File: src/rtl/farm_macros.svh
/*
 * Multiplier farm configuration
 * Lane count, operand width and the number of shift-add steps per product
 */

`ifndef FARM_MACROS_SVH
`define FARM_MACROS_SVH

// The farm needs at least two multiplier lanes
`define FARM_NUM_LANES 4

// Width of one unsigned operand; the product is twice as wide
`define FARM_OPND_W 8

// One shift-add iteration per multiplier bit
`define FARM_MUL_STEPS `FARM_OPND_W

`endif

File: src/rtl/farm_pkg.sv
/*
 * Multiplier farm types
 * Operand, product and lane index types shared by the farm blocks
 */

`default_nettype none

`include "farm_macros.svh"

package farm_pkg;

    // One unsigned operand
    typedef logic [`FARM_OPND_W-1:0] operand_t;

    // Full-width unsigned product of two operands
    typedef logic [2*`FARM_OPND_W-1:0] product_t;

    // Lane pointer used by both round-robin ends of the farm
    typedef logic [$clog2(`FARM_NUM_LANES)-1:0] lane_idx_t;

endpackage : farm_pkg

`default_nettype wire

File: src/rtl/rr_distributor.sv
/*
 * Strict round-robin distributor
 * Hands each incoming operand pair to the next lane in turn and waits
 * for that lane even when other lanes are free
 */

`default_nettype none

`include "farm_macros.svh"

module rr_distributor (
    input  logic                       clk_i,
    input  logic                       rst_ni,
    // Input operand stream
    input  logic                       valid_i,
    output logic                       ready_o,
    input  farm_pkg::operand_t         a_i,
    input  farm_pkg::operand_t         b_i,
    // Per-lane handshake with the operands broadcast to every lane
    output logic [`FARM_NUM_LANES-1:0] valid_o,
    input  logic [`FARM_NUM_LANES-1:0] ready_i,
    output farm_pkg::operand_t         a_o,
    output farm_pkg::operand_t         b_o
);

    // Lane that receives the next operand pair
    farm_pkg::lane_idx_t ptr_q;
    farm_pkg::lane_idx_t ptr_d;
    logic                in_fire;

    // A transfer only completes with the lane at the pointer
    assign in_fire = valid_i && ready_i[ptr_q];

    // Step to the next lane after each accepted pair, wrapping at the last lane
    always_comb begin : proc_ptr_next
        ptr_d = ptr_q;
        if (in_fire) begin
            if (ptr_q == farm_pkg::lane_idx_t'(`FARM_NUM_LANES - 1)) begin
                ptr_d = '0;
            end else begin
                ptr_d = ptr_q + 1'b1;
            end
        end
    end

    // Only the selected lane sees valid
    always_comb begin : proc_route_valid
        valid_o        = '0;
        valid_o[ptr_q] = valid_i;
    end

    // The input stalls until the selected lane is idle
    assign ready_o = ready_i[ptr_q];

    // Every lane sees the same operands; valid decides who takes them
    assign a_o = a_i;
    assign b_o = b_i;

    always_ff @(posedge clk_i or negedge rst_ni) begin : proc_ptr
        if (!rst_ni) begin
            ptr_q <= '0;
        end else begin
            ptr_q <= ptr_d;
        end
    end

endmodule : rr_distributor

`default_nettype wire

File: src/rtl/mul_lane.sv
/*
 * Iterative multiplier lane
 * Unsigned shift-and-add multiplier taking one step per multiplier bit,
 * with valid/ready handshakes on its input and its output
 */

`default_nettype none

`include "farm_macros.svh"

module mul_lane (
    input  logic               clk_i,
    input  logic               rst_ni,
    // Operand input
    input  logic               valid_i,
    output logic               ready_o,
    input  farm_pkg::operand_t a_i,
    input  farm_pkg::operand_t b_i,
    // Product output
    output logic               valid_o,
    input  logic               ready_i,
    output farm_pkg::product_t prod_o
);

    // Counter has to reach the full step count, one more than the last step index
    localparam int unsigned cnt_w = $clog2(`FARM_MUL_STEPS + 1);

    typedef enum logic [1:0] {
        st_idle,
        st_busy,
        st_done
    } state_e;

    state_e             state_q;
    logic [cnt_w-1:0]   step_q;
    farm_pkg::product_t mcand_q;
    farm_pkg::operand_t mplier_q;
    farm_pkg::product_t acc_q;
    logic               in_fire;
    logic               out_fire;
    logic               last_step;

    assign ready_o  = (state_q == st_idle);
    assign valid_o  = (state_q == st_done);
    assign prod_o   = acc_q;
    assign in_fire  = valid_i && ready_o;
    assign out_fire = valid_o && ready_i;

    // All shift-add steps are done once the counter holds the step count
    assign last_step = (step_q == cnt_w'(`FARM_MUL_STEPS));

    always_ff @(posedge clk_i or negedge rst_ni) begin : proc_ctrl
        if (!rst_ni) begin
            state_q <= st_idle;
            step_q  <= '0;
        end else begin
            case (state_q)
                st_idle: begin
                    if (in_fire) begin
                        state_q <= st_busy;
                        step_q  <= '0;
                    end
                end
                st_busy: begin
                    // One extra busy cycle after the last step moves to done
                    if (last_step) begin
                        state_q <= st_done;
                    end else begin
                        step_q <= step_q + 1'b1;
                    end
                end
                st_done: begin
                    // Product stays on prod_o until the collector takes it
                    if (out_fire) begin
                        state_q <= st_idle;
                    end
                end
                default: state_q <= st_idle;
            endcase
        end
    end

    // The multiplicand moves left while the multiplier moves right,
    // so bit 0 of the multiplier always picks the current partial product
    always_ff @(posedge clk_i) begin : proc_datapath
        if (in_fire) begin
            mcand_q  <= farm_pkg::product_t'(a_i);
            mplier_q <= b_i;
            acc_q    <= '0;
        end else if ((state_q == st_busy) && !last_step) begin
            if (mplier_q[0]) begin
                acc_q <= acc_q + mcand_q;
            end
            mcand_q  <= mcand_q << 1;
            mplier_q <= mplier_q >> 1;
        end
    end

endmodule : mul_lane

`default_nettype wire

File: src/rtl/rr_collector.sv
/*
 * Strict round-robin collector
 * Takes lane results in the same lane order the distributor used,
 * which keeps products in the order their operands arrived
 */

`default_nettype none

`include "farm_macros.svh"

module rr_collector (
    input  logic                       clk_i,
    input  logic                       rst_ni,
    // Per-lane result handshake
    input  logic [`FARM_NUM_LANES-1:0] valid_i,
    output logic [`FARM_NUM_LANES-1:0] ready_o,
    input  farm_pkg::product_t         prod_i [`FARM_NUM_LANES],
    // Ordered result stream
    output logic                       valid_o,
    input  logic                       ready_i,
    output farm_pkg::product_t         prod_o
);

    // Lane that owns the next result in input order
    farm_pkg::lane_idx_t ptr_q;
    logic                out_fire;

    // Results from other lanes wait, even when they finished first
    assign valid_o  = valid_i[ptr_q];
    assign prod_o   = prod_i[ptr_q];
    assign out_fire = valid_o && ready_i;

    // Downstream ready reaches only the lane at the pointer
    always_comb begin : proc_route_ready
        ready_o        = '0;
        ready_o[ptr_q] = ready_i;
    end

    // Advance after each delivered product, wrapping at the last lane
    always_ff @(posedge clk_i or negedge rst_ni) begin : proc_ptr
        if (!rst_ni) begin
            ptr_q <= '0;
        end else if (out_fire) begin
            if (ptr_q == farm_pkg::lane_idx_t'(`FARM_NUM_LANES - 1)) begin
                ptr_q <= '0;
            end else begin
                ptr_q <= ptr_q + 1'b1;
            end
        end
    end

endmodule : rr_collector

`default_nettype wire

File: src/rtl/mul_farm_top.sv
/*
 * Order-preserving multiplier farm
 * Round-robin distributor feeding a row of iterative multiplier lanes,
 * drained in the same order by a round-robin collector
 */

`default_nettype none

`include "farm_macros.svh"

module mul_farm_top (
    input  logic               clk_i,
    input  logic               rst_ni,
    // Operand pairs in
    input  logic               in_valid_i,
    output logic               in_ready_o,
    input  farm_pkg::operand_t in_a_i,
    input  farm_pkg::operand_t in_b_i,
    // Products out, in input order
    output logic               res_valid_o,
    input  logic               res_ready_i,
    output farm_pkg::product_t res_prod_o
);

    // Distributor to lanes
    logic [`FARM_NUM_LANES-1:0] lane_in_valid;
    logic [`FARM_NUM_LANES-1:0] lane_in_ready;
    farm_pkg::operand_t         lane_a;
    farm_pkg::operand_t         lane_b;

    // Lanes to collector
    logic [`FARM_NUM_LANES-1:0] lane_out_valid;
    logic [`FARM_NUM_LANES-1:0] lane_out_ready;
    farm_pkg::product_t         lane_prod [`FARM_NUM_LANES];

    rr_distributor i_distributor (
        .clk_i   (clk_i),
        .rst_ni  (rst_ni),
        .valid_i (in_valid_i),
        .ready_o (in_ready_o),
        .a_i     (in_a_i),
        .b_i     (in_b_i),
        .valid_o (lane_in_valid),
        .ready_i (lane_in_ready),
        .a_o     (lane_a),
        .b_o     (lane_b)
    );

    // One multiplier per lane, all sharing the broadcast operands
    for (genvar i = 0; i < `FARM_NUM_LANES; i++) begin : gen_lane
        mul_lane i_lane (
            .clk_i   (clk_i),
            .rst_ni  (rst_ni),
            .valid_i (lane_in_valid[i]),
            .ready_o (lane_in_ready[i]),
            .a_i     (lane_a),
            .b_i     (lane_b),
            .valid_o (lane_out_valid[i]),
            .ready_i (lane_out_ready[i]),
            .prod_o  (lane_prod[i])
        );
    end

    rr_collector i_collector (
        .clk_i   (clk_i),
        .rst_ni  (rst_ni),
        .valid_i (lane_out_valid),
        .ready_o (lane_out_ready),
        .prod_i  (lane_prod),
        .valid_o (res_valid_o),
        .ready_i (res_ready_i),
        .prod_o  (res_prod_o)
    );

endmodule : mul_farm_top

`default_nettype wire

File: config.mk
export PLATFORM = sky130hd
export DESIGN_NAME = mul_farm_top
export DESIGN_NICKNAME = d
export VERILOG_FILES = /design/src/rtl/farm_pkg.sv /design/src/rtl/rr_distributor.sv /design/src/rtl/mul_lane.sv /design/src/rtl/rr_collector.sv /design/src/rtl/mul_farm_top.sv
export VERILOG_INCLUDE_DIRS = /design/src /design/src/rtl
export SDC_FILE = /design/constraint.sdc
export NUM_CORES = 1
export LEC_CHECK = 0
export BUFFER_PORTS_ARGS = -buffer_cell sky130_fd_sc_hd__buf_4
export CORE_ASPECT_RATIO = 0.5
export CORE_MARGIN = 2
export CORE_UTILIZATION = 30
export CTS_CLUSTER_DIAMETER = 60
export CTS_CLUSTER_SIZE = 8
export DETAILED_ROUTE_END_ITERATION = 7
export HOLD_SLACK_MARGIN = 0.03
export PLACE_DENSITY = 0.42
export SETUP_SLACK_MARGIN = 0.4
export SLEW_MARGIN = 20
export SYNTH_ARGS = -nofsm -noshare
export SYNTH_HDL_FRONTEND = slang
export SYNTH_SLANG_ARGS = --single-unit
File: constraint.sdc
create_clock -name clk_i -period 5 [get_ports clk_i]
set_input_delay 0.75 -clock clk_i [delete_from_list [all_inputs] [get_ports clk_i]]
set_output_delay 0.75 -clock clk_i [all_outputs]
set_load 0.02 [all_outputs]
======== Word-level counts from Yosys, hierarchy flattened ========
Cells that the tools add are included.
word-level totals
  word-level logic and storage cells ...... 175
  input port bits ......................... 20
  output and inout port bits .............. 18
  register bits after elaboration ......... 188
cells by class
  eq/ne operators ......................... 30
  bitwise logic cells ..................... 3
  order comparisons ....................... 5
  $add $sub $neg .......................... 10
  muxes and demuxes ....................... 57
  reductions and logical operators ........ 44
operator list
  cell                                                        number
  two-way mux 8 bit                                           16
  adder 16 bit                                                4
  binary-select mux 16 bit (select 2 bit)                     1
  two-way mux 16 bit                                          2
  two-way mux 4 bit                                           8
  one-hot mux 4 bit (2 select lines)                          4
  two-way mux 2 bit                                           14
  inequality test 2 bit, second input constant                12
  one-hot mux 2 bit (3 select lines)                          4
  AND reduction 3 bit                                         8
  adder 4 x 1 -> 4 bit, second input constant                 4
  equality test 4 bit, second input constant                  4
  logical AND 1 bit                                           16
  nonzero test 2 bit                                          8
  equality test 2 bit, second input constant                  6
  bitwise AND 4 bit                                           2
  equality test 2 x 1 -> 1 bit, second input constant         4
  logical NOT 2 bit                                           4
  inequality test 2 x 1 -> 1 bit, second input constant       4
  AND reduction 2 bit                                         4
  less-than comparator 2 x 3 -> 1 bit, second input constant  2
  adder 2 x 1 -> 2 bit, second input constant                 2
  binary-select mux 1 bit (select 2 bit)                      2
  demux 1 bit (select 2 bit)                                  2
  5 further kinds                                             12

======== Logic depth before layout (Yosys ltp) ========
Gate-level depths: netlist of run 1.
  word-level depth ........................ 8
  mapped depth ............................ 10
  mapped depth without buffers ............ 10

======== By module ========
From an unflattened synthesis of run 1, not the netlist that was laid out.
second synthesis, totals
  cells, all modules ...................... 1,282
  area total of the unflattened synthesis .. 11,424.7 sq um
by module, submodules not included
  module                              times used  cells each  seq. area each (sq um)  area an instance (sq um)
  mul_lane at gen_lane[1].i_lane ...  2           307         1,111.1                 2,691.3
  mul_lane at gen_lane[0].i_lane      1           290         1,111.1                 2,560.0
  mul_lane at gen_lane[3].i_lane      1           290         1,111.1                 2,481.1
  rr_collector                        1           46          50.0                    654.4
  rr_distributor                      1           42          50.0                    346.6

======== Least setup slack after synthesis of run 1 ========
OpenSTA, ideal clock, no wires.
  path type ............................... reg2reg
  from .................................... register gen_lane[1].i_lane.mcand_q[0]
  to ...................................... register gen_lane[1].i_lane.acc_q[12]
  setup time .............................. 0.132 ns
  arrival time ............................ 2.187 ns
  path buffers ............................ 0
  data required time ...................... 4.868 ns
  setup slack ............................. 2.681 ns
  stages on the path, launching flop included .. 10
  period minus slack after synthesis ...... 2.319 ns
  path through ............................ edfxtp_1 > ha_1 > fa_1 > a211oi_1 > o21bai_1 > a221oi_2 > o211ai_1 > xor2_1 > nand2_1 > a21oi_1
between the ends
  longest elaborated chain between the ends .. 1
RTL lines
  what                    line            RTL
  start, declared         mul_lane.sv:36  farm_pkg::product_t mcand_q;
  start signal, assigned  mul_lane.sv:87  mcand_q <= farm_pkg::product_t'(a_i);
  start signal, assigned  mul_lane.sv:94  mcand_q <= mcand_q << 1;
  adder 16 bit            mul_lane.sv:92  acc_q <= acc_q + mcand_q;
  end signal, assigned    mul_lane.sv:92
  end, declared           mul_lane.sv:38  farm_pkg::product_t acc_q;
Every way passes these cells.
A chain may end at the register's enable or synchronous reset.

======== Worst setup path after layout of run 1 ========
  from .................................... register gen_lane[3].i_lane.step_q[0]
  to ...................................... register gen_lane[3].i_lane.acc_q[10]
between the ends
  longest elaborated chain between the ends .. 4
RTL lines
  what                           line            RTL
  start, declared                mul_lane.sv:35  logic [cnt_w-1:0] step_q;
  start signal, assigned         mul_lane.sv:69  step_q <= step_q + 1'b1;
  equality test 4 bit            mul_lane.sv:50  assign last_step = (step_q == cnt_w'(`FARM_MUL_STEPS));
  logical NOT 1 bit              mul_lane.sv:90  end else if ((state_q == st_busy) && !last_step) begin
  logical AND 1 bit              mul_lane.sv:90
  AND reduction 2 bit (no line)  n/a
  end signal, assigned           mul_lane.sv:92
  end, declared                  mul_lane.sv:38
Every way passes these cells.

==> results of run 1 <==
## power breakdown
part	switching (W)	internal, W
registers	0.000668	0.00245
clock network	0.000629	0.000791
logic	0.00263	0.00180
## per-layer routing
metal	global-route usage (%)	vias to the layer above
met4	4.57	0
met1	25.7	4078
met2	24.0	109
met3	2.16	19
met5	0	-
li1	-	4224
## state kept, by name, indices dropped and copies added (netlist names)
name,flops
gen_lane.i_lane.mplier_q,32
gen_lane.i_lane.state_q,8
i_collector.ptr_q,2
i_distributor.ptr_q,2
gen_lane.i_lane.step_q,16
gen_lane.i_lane.mcand_q,64
gen_lane.i_lane.prod_o,64
## worst max-delay path, stage by stage (launching register included)
cell and delay (ns):
dfrtp_1 0.41, inv_1 0.06, ha_1 0.19, nand3b_1 0.12, nor2b_1 0.67, nand2_1 0.64
or4_1 0.65, a31oi_1 0.16
## per-stage QoR
step                      hold slack (ns)  instances  area [um^2]  setup WS [ns]
after floorplan                     0.428       1198        10600           2.68
after global placement              0.469       1666        11300           2.08
after detailed placement            0.468       1666        11300           1.96
after CTS                           0.256       1698        11900           1.84
after global routing                0.288       1698        11900           1.75
final                               0.265       1699        11900           2.03
## cell type report
| cell class | instances | area (um^2) | share of cell area [%] |
|---|---|---|---|
| inverters | 27 | 101 | 0.850 |
| multi-input cells | 932 | 5750 | 48.2 |
| repair buffers | 44 | 330 | 2.77 |
| diodes | 1 | 2.50 | 0.0210 |
| clock inverters | 9 | 111 | 0.934 |
| clock buffers | 23 | 488 | 4.09 |
| flip-flops and latches | 188 | 4550 | 38.1 |
| well taps | 475 | 594 | 4.98 |
## cells by family after synthesis
family                     count (synthesis)  share of synthesized area, %
AOI/OAI and AO/OA                        262                          15.3
muxes                                     26                          4.48
xor gates and xnor gates                  50                          4.13
DFF                                      188                          42.8
buffers and inverters                     78                          3.02
and+or+nand+nor                          514                          20.6
adders and majority gates                 80                          9.71
## placed cells by master, fill, tap and decap left out, drive strengths merged, types with 24 or more instances in the layout
master / n
nand2: 340
a21oi: 109
dfxtp: 96
ha: 76
edfxtp: 64
nor2: 56
o21ai: 56
buf: 44
nand3: 33
dfrtp: 28
inv: 27
xor2: 27
a21o: 24
## worst paths after layout
| path | endpoint | cells after the start | slack [ns] | startpoint |
|---|---|---|---|---|
| worst max-delay path | gen_lane[3].i_lane.prod_o[10] | 7 | 2.03 | gen_lane[3].i_lane.step_q[0] |
| min in group clk_i | gen_lane[2].i_lane.mcand_q[15] | 2 | 0.48 | gen_lane[2].i_lane.mcand_q[15] |
| worst max register to register | gen_lane[3].i_lane.prod_o[10] | 7 | 2.03 | gen_lane[3].i_lane.step_q[0] |
| worst min register to register | gen_lane[2].i_lane.mcand_q[15] | 2 | 0.48 | gen_lane[2].i_lane.mcand_q[15] |
| worst min-delay path | gen_lane[1].i_lane.step_q[2] | 1 | 0.26 | rst_ni |
| max in group asynchronous | i_collector.ptr_q[1] | 1 | 4.35 | rst_ni |
==> impl_metrics.env, run 1 <==
export IMPL_status="completed"
export IMPL_avgRoutedWirePerCell_um=17.5
export IMPL_slew_headroom_pct=35.8
export IMPL_syn_area_um2=10600
export IMPL_min_path_type="primary input to asynchronous set/reset pin"
export IMPL_yosys_area_top_type_share_pct=18.1
export IMPL_fin_crit_sh_pct=59.5
export IMPL_grt_pass1_vias=8062
export IMPL_die_area_um2=37000
export IMPL_wirelength_mm=29.7
export IMPL_ios=38
export IMPL_grt_antenna_before_repair=0
export IMPL_syn_to_final_growth_pct=12.3
export IMPL_final_nets=1310
export IMPL_wl_met1_mm=16.4
export IMPL_grt_max_degree=41
export IMPL_post_cts_resized=0
export IMPL_synth_most_common_cell="nand2_1"
export IMPL_fmax_ghz=0.336
export IMPL_clock_sinks=188
export IMPL_vias=8430
export IMPL_dpl_hpwl_mm=22.4
export IMPL_clk_pin_slew_worst_paths_ns=0.07
export IMPL_ys_ff_latch=188
export IMPL_seq_area_frac_synth_pct=42.8
export IMPL_track_usage_pct=16.7
export IMPL_grt_overflow_total=0
export IMPL_postSynthCellCount=1198
export IMPL_cp_end_kind="flip-flop"
export IMPL_fin_util_pct=34.4
export IMPL_dr_wl_met3_mm=1.00
export IMPL_path_class="flip-flop to flip-flop"
export IMPL_synth_fp_nets=1298
export IMPL_clock_skew_ns=0.00925
export IMPL_fp_dieH_um=137
export IMPL_worst_pin_slew_ns=0.960
export IMPL_ys_flop_type="dfxtp_1"
export IMPL_leakagePower_nw=5.05
export IMPL_synthArstFlopShare_pct=14.9
export IMPL_yosys_top_cells_count="nand2_1 (340), a21oi_1 (108), dfxtp_1 (96)"
export IMPL_cts_tree="done"
export IMPL_fin_tns_setup_ns=0
export IMPL_clk_latency_ns=0.45
export IMPL_power_density_nw_per_um2=752
export IMPL_clk_path_buf_depth=2
export IMPL_core_area_um2=34700
export IMPL_arrival_ns=3.35
export IMPL_rsz0062_at_grt="no"
export IMPL_finalMaxSlewViolations=0
export IMPL_grt_pass1_wl_mm=46.9
export IMPL_maxCapViolCount=0
export IMPL_synth_edf_count=64
export IMPL_cts_hold_buf=0
export IMPL_worstSetupStartpointType="flip-flop"
export IMPL_post_cts_buffers=0
export IMPL_initial_core_util_pct=30.6
export IMPL_dr_first_iter_drc_count=615
export IMPL_drt_pass1_iter_count=5
export IMPL_yosysUniqueCellTypes=63
export IMPL_final_hold_violation_count=0
export IMPL_yosys_area_top_type="dfxtp_1"
export IMPL_gp_congestion=0.820
export IMPL_portBuffers=37
export IMPL_maxUsedRoutingLayer="met4"
export IMPL_ctsRootBufferMaster="clkbuf_16"
export IMPL_yosys_warnings=0
export IMPL_period_needed_ns=2.97
export IMPL_rows=48
export IMPL_antenna_left=0
export IMPL_fillers=3589
export IMPL_synth_area_leaders="dfxtp_1 (18%), edfxtp_1 (18%), nand2_1 (12%)"
export IMPL_dieWidth_um=270
export IMPL_avgViaCountPerCell=4.96
export IMPL_cp_max_fo=22
export IMPL_htree_levels=4
export IMPL_power_w=0.00897
export IMPL_vdd_drop_max_v=0.000288
export IMPL_syn_avg_cell_area_um2=8.86
export IMPL_cp_required_ns=5.38
export IMPL_setup_viol=0
export IMPL_numCtsBuffers=17
export IMPL_drcViolationCount=0
export IMPL_drive_above_1_share_pct=8.99
export IMPL_routed_wl_met2_mm=12.0
Power figures use the tool's default switching activity.
==> run 2: changes to the inputs <==
Settings changed: PLACE_DENSITY 0.42 to 0.43.
Clock period 5 ns to 2.4 ns, I/O delays scaled along.
==> run 2 against run 1 <==
  * Register-to-register slack got worse by 1.9 ns
  * Critical path depth rose by 2
  * Largest cell class unchanged
  * Final area rose by 12%
  * Clock power rose by 100%
  * Combinational power rose to 2.8 times the previous value
==> impl_metrics.env, run 2 (same netlist as run 1, synthesis figures left out) <==
export IMPL_internal_power_w=0.0124
export IMPL_gp_congestion=0.876
export IMPL_final_nets=1393
export IMPL_initial_core_util_pct=30.6
export IMPL_path_class="flip-flop to flip-flop"
export IMPL_layout_common_cells="nand2_1 (338), buf_4 (97), a21oi_1 (94)"
export IMPL_clockPowerShare_pct=13.2
export IMPL_dpl_hpwl_mm=23.4
export IMPL_grt_antenna_before_repair=3
export IMPL_fillers=3465
export IMPL_slew_headroom_pct=55.4
export IMPL_power_density_nw_per_um2=1620
export IMPL_track_usage_pct=17.4
export IMPL_clock_skew_ns=0.00965
export IMPL_period_needed_ns=2.24
export IMPL_diodes=0
export IMPL_clk_latency_ns=0.45
export IMPL_cp_end_kind="flip-flop"
export IMPL_clock_sinks=188
export IMPL_grt_pass1_vias=8355
export IMPL_grt_pass1_wl_mm=48.9
export IMPL_dp_cells=1707
export IMPL_dr_first_iter_drc_count=622
export IMPL_fin_tns_setup_ns=0
export IMPL_avgViaCountPerCell=4.91
export IMPL_rsz0062_at_grt="yes"
export IMPL_rows=48
export IMPL_min_path_type="primary input to flip-flop"
export IMPL_worst_pin_slew_ns=0.669
export IMPL_switching_power_w=0.00927
export IMPL_fp_dieH_um=137
export IMPL_grt_max_degree=41
export IMPL_core_area_um2=34700
export IMPL_syn_to_final_growth_pct=25.8
export IMPL_fmax_ghz=0.446
export IMPL_cts_tree="done"
export IMPL_htree_levels=4
export IMPL_worstSetupStartpointType="flip-flop"
export IMPL_layout_cells_non_filler=1781
export IMPL_finalMaxSlewViolations=0
export IMPL_clk_pin_slew_worst_paths_ns=0.07
export IMPL_ctsRootBufferMaster="clkbuf_16"
export IMPL_ios=38
export IMPL_die_area_um2=37000
export IMPL_drive_above_1_share_pct=22.8
export IMPL_status="completed"
export IMPL_switching_share_pct=42.9
export IMPL_seq_power_share_pct=30.1
export IMPL_setup_viol=0
export IMPL_portBuffers=37
export IMPL_holdWs_ns=0.233
export IMPL_maxCapViolCount=0
export IMPL_arrival_ns=2.62
export IMPL_leakagePower_nw=5.59
export IMPL_final_hold_violation_count=0
export IMPL_vdd_drop_max_v=0.000462
export IMPL_wirelength_mm=31.7
export IMPL_final_common_cell="nand2_1"
export IMPL_drcViolationCount=0
export IMPL_fin_crit_sh_pct=93.4
export IMPL_grt_overflow_total=0
export IMPL_fin_util_pct=38.5
export IMPL_numCtsBuffers=17
export IMPL_drt_pass1_iter_count=5
export IMPL_cp_max_fo=3
export IMPL_cp_required_ns=2.78
export IMPL_power_w=0.0216
export IMPL_clk_path_buf_depth=2
export IMPL_dieWidth_um=270
export IMPL_avgRoutedWirePerCell_um=17.8
export IMPL_antenna_left=0
export IMPL_power_frac_comb_pct=56.7
export IMPL_vias=8736
run 2: cell count changes in the layout (fill, tap and decap cells not counted), sizes merged:
cell,before,now
and2,15,16
buf,44,123
clkinv,2,8
clkbuf,23,19
clkinvlp,5,2
diode,1,0
dlygate4sd3,0,1
inv,27,30
run 2: final timing paths:
check / start / end / slack, ns / cells after the start
max: gen_lane[1].i_lane.mcand_q[1] / gen_lane[1].i_lane.prod_o[12] / 0.16 / 9
min: in_b_i[6] / gen_lane[0].i_lane.mplier_q[6] / 0.23 / 3
max reg2reg: gen_lane[1].i_lane.mcand_q[1] / gen_lane[1].i_lane.prod_o[12] / 0.16 / 9
min reg2reg: gen_lane[2].i_lane.mcand_q[14] / gen_lane[2].i_lane.mcand_q[15] / 0.48 / 2
max in group asynchronous: rst_ni / gen_lane[2].i_lane.state_q[1] / 1.60 / 2
min in group asynchronous: rst_ni / gen_lane[1].i_lane.state_q[1] / 0.41 / 2
run 2: cell type report:
type                            count  area, um^2  share of cell area, %
Sequential cell                   188        4560                   34.2
Tap cell                          475         594                   4.45
Inverter                           27         101                  0.759
Multi-Input combinational cell    933        6420                   48.1
Clock buffer                       17         425                   3.19
Timing Repair Buffer              126        1100                   8.26
Clock inverter                     15         148                   1.11
run 2: timing repair:
item / 4_1_cts / 5_1_grt
hold endpoints to repair: 28 / 0
gates cloned: 0 / 3
buffers inserted: 27 / 11
endpoints found under the setup margin: 56 / 75
hold buffers: 1 / 0
pin swaps: 44 / 35
gates resized for setup: 84 / 63
run 2: worst max-delay path: stages (launching register included):
cell and delay, ns:
edfxtp_1 0.45, buf_6 0.15, fa_2 0.41, a211oi_4 0.24, o21bai_2 0.11, a221oi_2 0.29, o211ai_1 0.14, xor2_1 0.14
nand2_1 0.07, a21oi_1 0.16
run 2: metrics by stage:
stage	instance area, um^2	setup slack (ns)
floorplan	10700	0.275
global placement	11700	0.0750
detailed placement	11700	0.0361
CTS	12900	0.200
global route	13300	0.0676
finish	13300	0.158
run 2: per-layer routing:
metal / vias up / share of wire (%) / global-route usage, %
li1: 4382 / - / -
met1: 4204 / 53 / 25.6
met2: 135 / 43 / 26.7
met3: 15 / 3.6 / 3.30
met4: 0 / 0.63 / 2.62
met5: - / 0 / 0
run 2: power groups by stage:
stage | Combinational [W] | Clock [W] | Sequential, W
5_1_grt | 0.0135 | 0.00309 | 0.00669
2_1_floorplan | 0.00752 | 0 | 0.00586
4_1_cts | 0.0113 | 0.00295 | 0.00643
3_5_place_dp | 0.0102 | 0 | 0.00641
6_report | 0.0123 | 0.00286 | 0.00651
3_3_place_gp | 0.0101 | 0 | 0.00640
==> run 3: changes to the inputs <==
Settings changed: ABC_AREA set to 1.
==> run 3 against run 2 <==
  * Global-route usage barely moved
  * Worst hold slack improved by 0.012 ns
  * Clock skew rose by 0.0037 ns
  * Die area rose by 11%
  * Critical path type is now flip-flop to output port
==> impl_metrics.env, run 3 <==
export IMPL_dieWidth_um=284
export IMPL_grt_busiest_layer="met2"
export IMPL_dr_first_iter_drc_count=648
export IMPL_grt_overflow_total=0
export IMPL_fp_dieH_um=144
export IMPL_synth_fp_nets=1735
export IMPL_drt_pass1_iter_count=4
export IMPL_final_common_cell="nand2_1"
export IMPL_crit_chain="buf_6, clkinvlp_4, o211ai_1, and2_4, buf_6"
export IMPL_antenna_left=0
export IMPL_ios=38
export IMPL_grt_pass1_wl_mm=54.7
export IMPL_core_area_um2=38900
export IMPL_synth_edf_count=64
export IMPL_cp_num_buf_inv=3
export IMPL_yosys_top_cells_count="nand2_1 (442), inv_1 (230), nor2_1 (162)"
export IMPL_grt_max_degree=56
export IMPL_synth_mux_area_share_pct=0
export IMPL_initial_core_util_pct=30.4
export IMPL_syn_to_final_growth_pct=17.7
export IMPL_rrSetupSlack_ns=0.40
export IMPL_diodes=0
export IMPL_cpMostUsedCell="buf_6"
export IMPL_yosys_area_top_type="dfxtp_1"
export IMPL_grtUsageMet3_pct=2.78
export IMPL_cp_required_ns=2.04
export IMPL_path_class="flip-flop to output port"
export IMPL_status="completed"
export IMPL_clk_pin_slew_worst_paths_ns=0.07
export IMPL_setup_viol=0
export IMPL_htree_levels=4
export IMPL_yosys_warnings=0
export IMPL_final_hold_violation_count=0
export IMPL_rsz0062_at_grt="yes"
export IMPL_seq_area_frac_synth_pct=38.5
export IMPL_period_needed_ns=2.10
export IMPL_synth_compound_area_share_pct=12.9
export IMPL_worst_pin_slew_ns=0.550
export IMPL_portBuffers=37
export IMPL_track_usage_pct=17.4
export IMPL_critical_path_top_delay_family="buffers and inverters"
export IMPL_rows=51
export IMPL_synth_area_leaders="dfxtp_1 (16%), edfxtp_1 (16%), nand2_1 (14%)"
export IMPL_vias=10100
export IMPL_use_met2_pct=26.9
export IMPL_ctsRootBufferMaster="clkbuf_16"
export IMPL_final_nets=1785
export IMPL_arrival_ns=1.74
export IMPL_synth_fa_ha_area_share_pct=8.74
export IMPL_ys_flop_type="dfxtp_1"
export IMPL_yosysUniqueCellTypes=45
export IMPL_cts_tree="done"
export IMPL_postSynthCellCount=1635
export IMPL_use_met1_pct=25.3
export IMPL_fin_crit_sh_pct=87.3
export IMPL_maxCapViolCount=0
export IMPL_grt_pass1_vias=9572
export IMPL_clk_latency_ns=0.46
export IMPL_fmax_ghz=0.477
export IMPL_finalMaxSlewViolations=0
export IMPL_max_stage_delay_ns=0.41
export IMPL_slew_headroom_pct=63.4
export IMPL_ys_ff_latch=188
export IMPL_synth_most_common_cell="nand2_1"
export IMPL_cp_end_kind="output port"
export IMPL_syn_avg_cell_area_um2=7.22
export IMPL_wirelength_mm=34.5
export IMPL_numCtsBuffers=17
export IMPL_syn_area_um2=11800
export IMPL_synth_xor_area_share_pct=1.86
export IMPL_synth_simple_gate_area_share_pct=27.0
export IMPL_fin_tns_setup_ns=0
export IMPL_drive_above_1_share_pct=13.0
export IMPL_clock_skew_ns=0.0134
export IMPL_drcViolationCount=0
export IMPL_synthArstFlopShare_pct=14.9
export IMPL_worstSetupStartpointType="flip-flop"
export IMPL_layout_common_cells="nand2_1 (436), inv_1 (230), nor2_1 (147)"
export IMPL_slowest_stage="dfrtp_2"
export IMPL_cp_max_fo=5
export IMPL_gp_congestion=0.853
export IMPL_grt_antenna_before_repair=0
export IMPL_avgRoutedWirePerCell_um=15.5
export IMPL_clk_path_buf_depth=2
export IMPL_yosys_area_top_type_share_pct=16.3
export IMPL_die_area_um2=41000
export IMPL_clock_sinks=188
export IMPL_synth_top_family_by_area="simple AND/OR/NAND/NOR gates"
export IMPL_min_path_type="primary input to flip-flop"
export IMPL_avgViaCountPerCell=4.54
export IMPL_dpl_hpwl_mm=26.1
==> run 3: changes by cell type after synthesis, moves of 18 or more <==
cell      change
inv_1       +203
nor2_1      +107
nand2_1     +102
nand3_1      +75
o21ai_0      +65
a21oi_1      -49
o21ai_1      +33
clkbuf_1     -31
a21o_1       -22
buf_2        +19
o21a_1       +18
==> run 3: metal layers <==
metal	share of wire [%]	up-vias
met2	42	84
met3	2.4	26
met5	0	-
met4	1.3	0
li1	-	5354
met1	54	4642
==> run 3: cell type report <==
| type | count | area [um^2] |
|---|---|---|
| Sequential cell | 188 | 4550 |
| Multi-Input combinational cell | 1142 | 6260 |
| Timing Repair inverter | 2 | 15.0 |
| Clock inverter | 11 | 143 |
| Fill cell | 4193 | 25000 |
| Timing Repair Buffer | 80 | 820 |
| Tap cell | 530 | 663 |
| Inverter | 254 | 996 |
| Clock buffer | 21 | 440 |
==> run 3: path summary, 6_finish.rpt <==
path,start,endpoint,cells past startpoint
min in group asynchronous,rst_ni,gen_lane[1].i_lane.step_q[1],2
max in group asynchronous,rst_ni,i_collector.ptr_q[0],2
min reg2reg,gen_lane[3].i_lane.mcand_q[15],gen_lane[3].i_lane.mcand_q[15],2
max reg2reg,i_collector.ptr_q[0],i_collector.ptr_q[1],15
min,res_ready_i,gen_lane[0].i_lane.state_q[1],4
max,i_collector.ptr_q[0],res_valid_o,5
==> run 3: logic make-up (layout without fill, tap and decap cells) <==
logic type,after synthesis,count (layout)
AND/OR/NAND/NOR,762,762
flip-flops,188,188
XOR/XNOR,25,25
adder cells (fa/ha/maj),80,80
AO/OA/AOI/OAI,275,275
buffers and inverters,305,368
==> run 3: timing repair <==
action,4_1_cts,5_1_grt
pin swaps,16,13
gates cloned,4,0
buffers inserted,19,2
setup endpoints to repair,17,59
hold buffers,1,0
gates resized for setup,82,67
hold endpoints to repair,28,0
==> run 3: stage by stage <==
step | utilization [%] | worst slack, ns | std cells | cell area [um^2] | hold slack (ns)
2_1_floorplan | - | 0.653 | 1635 | 11800 | 0.0644
3_3_place_gp | 32.5 | 0.497 | 2170 | 12600 | 0.334
3_5_place_dp | 32.5 | 0.468 | 2170 | 12600 | 0.326
4_1_cts | 35.1 | 0.324 | 2226 | 13600 | 0.210
5_1_grt | 35.7 | 0.231 | 2228 | 13900 | 0.236
6_report | 35.7 | 0.304 | 2228 | 13900 | 0.246
==> run 3: worst register-to-register path, stage by stage (launching register included) <==
cell	delay, ns
dfrtp_2	0.41
buf_6	0.14
clkinv_8	0.08
buf_6	0.13
nand3_2	0.06
o211ai_1	0.11
buf_4	0.15
buf_6	0.10
buf_6	0.10
buf_6	0.10
buf_6	0.10
buf_6	0.10
buf_6	0.11
nand3_4	0.07
nor2_1	0.05
a21oi_1	0.11
Power of run 3 is left out: the tool's default activity adds up to more than one toggle a clock period on the data nets, which glitch-free logic cannot reach.
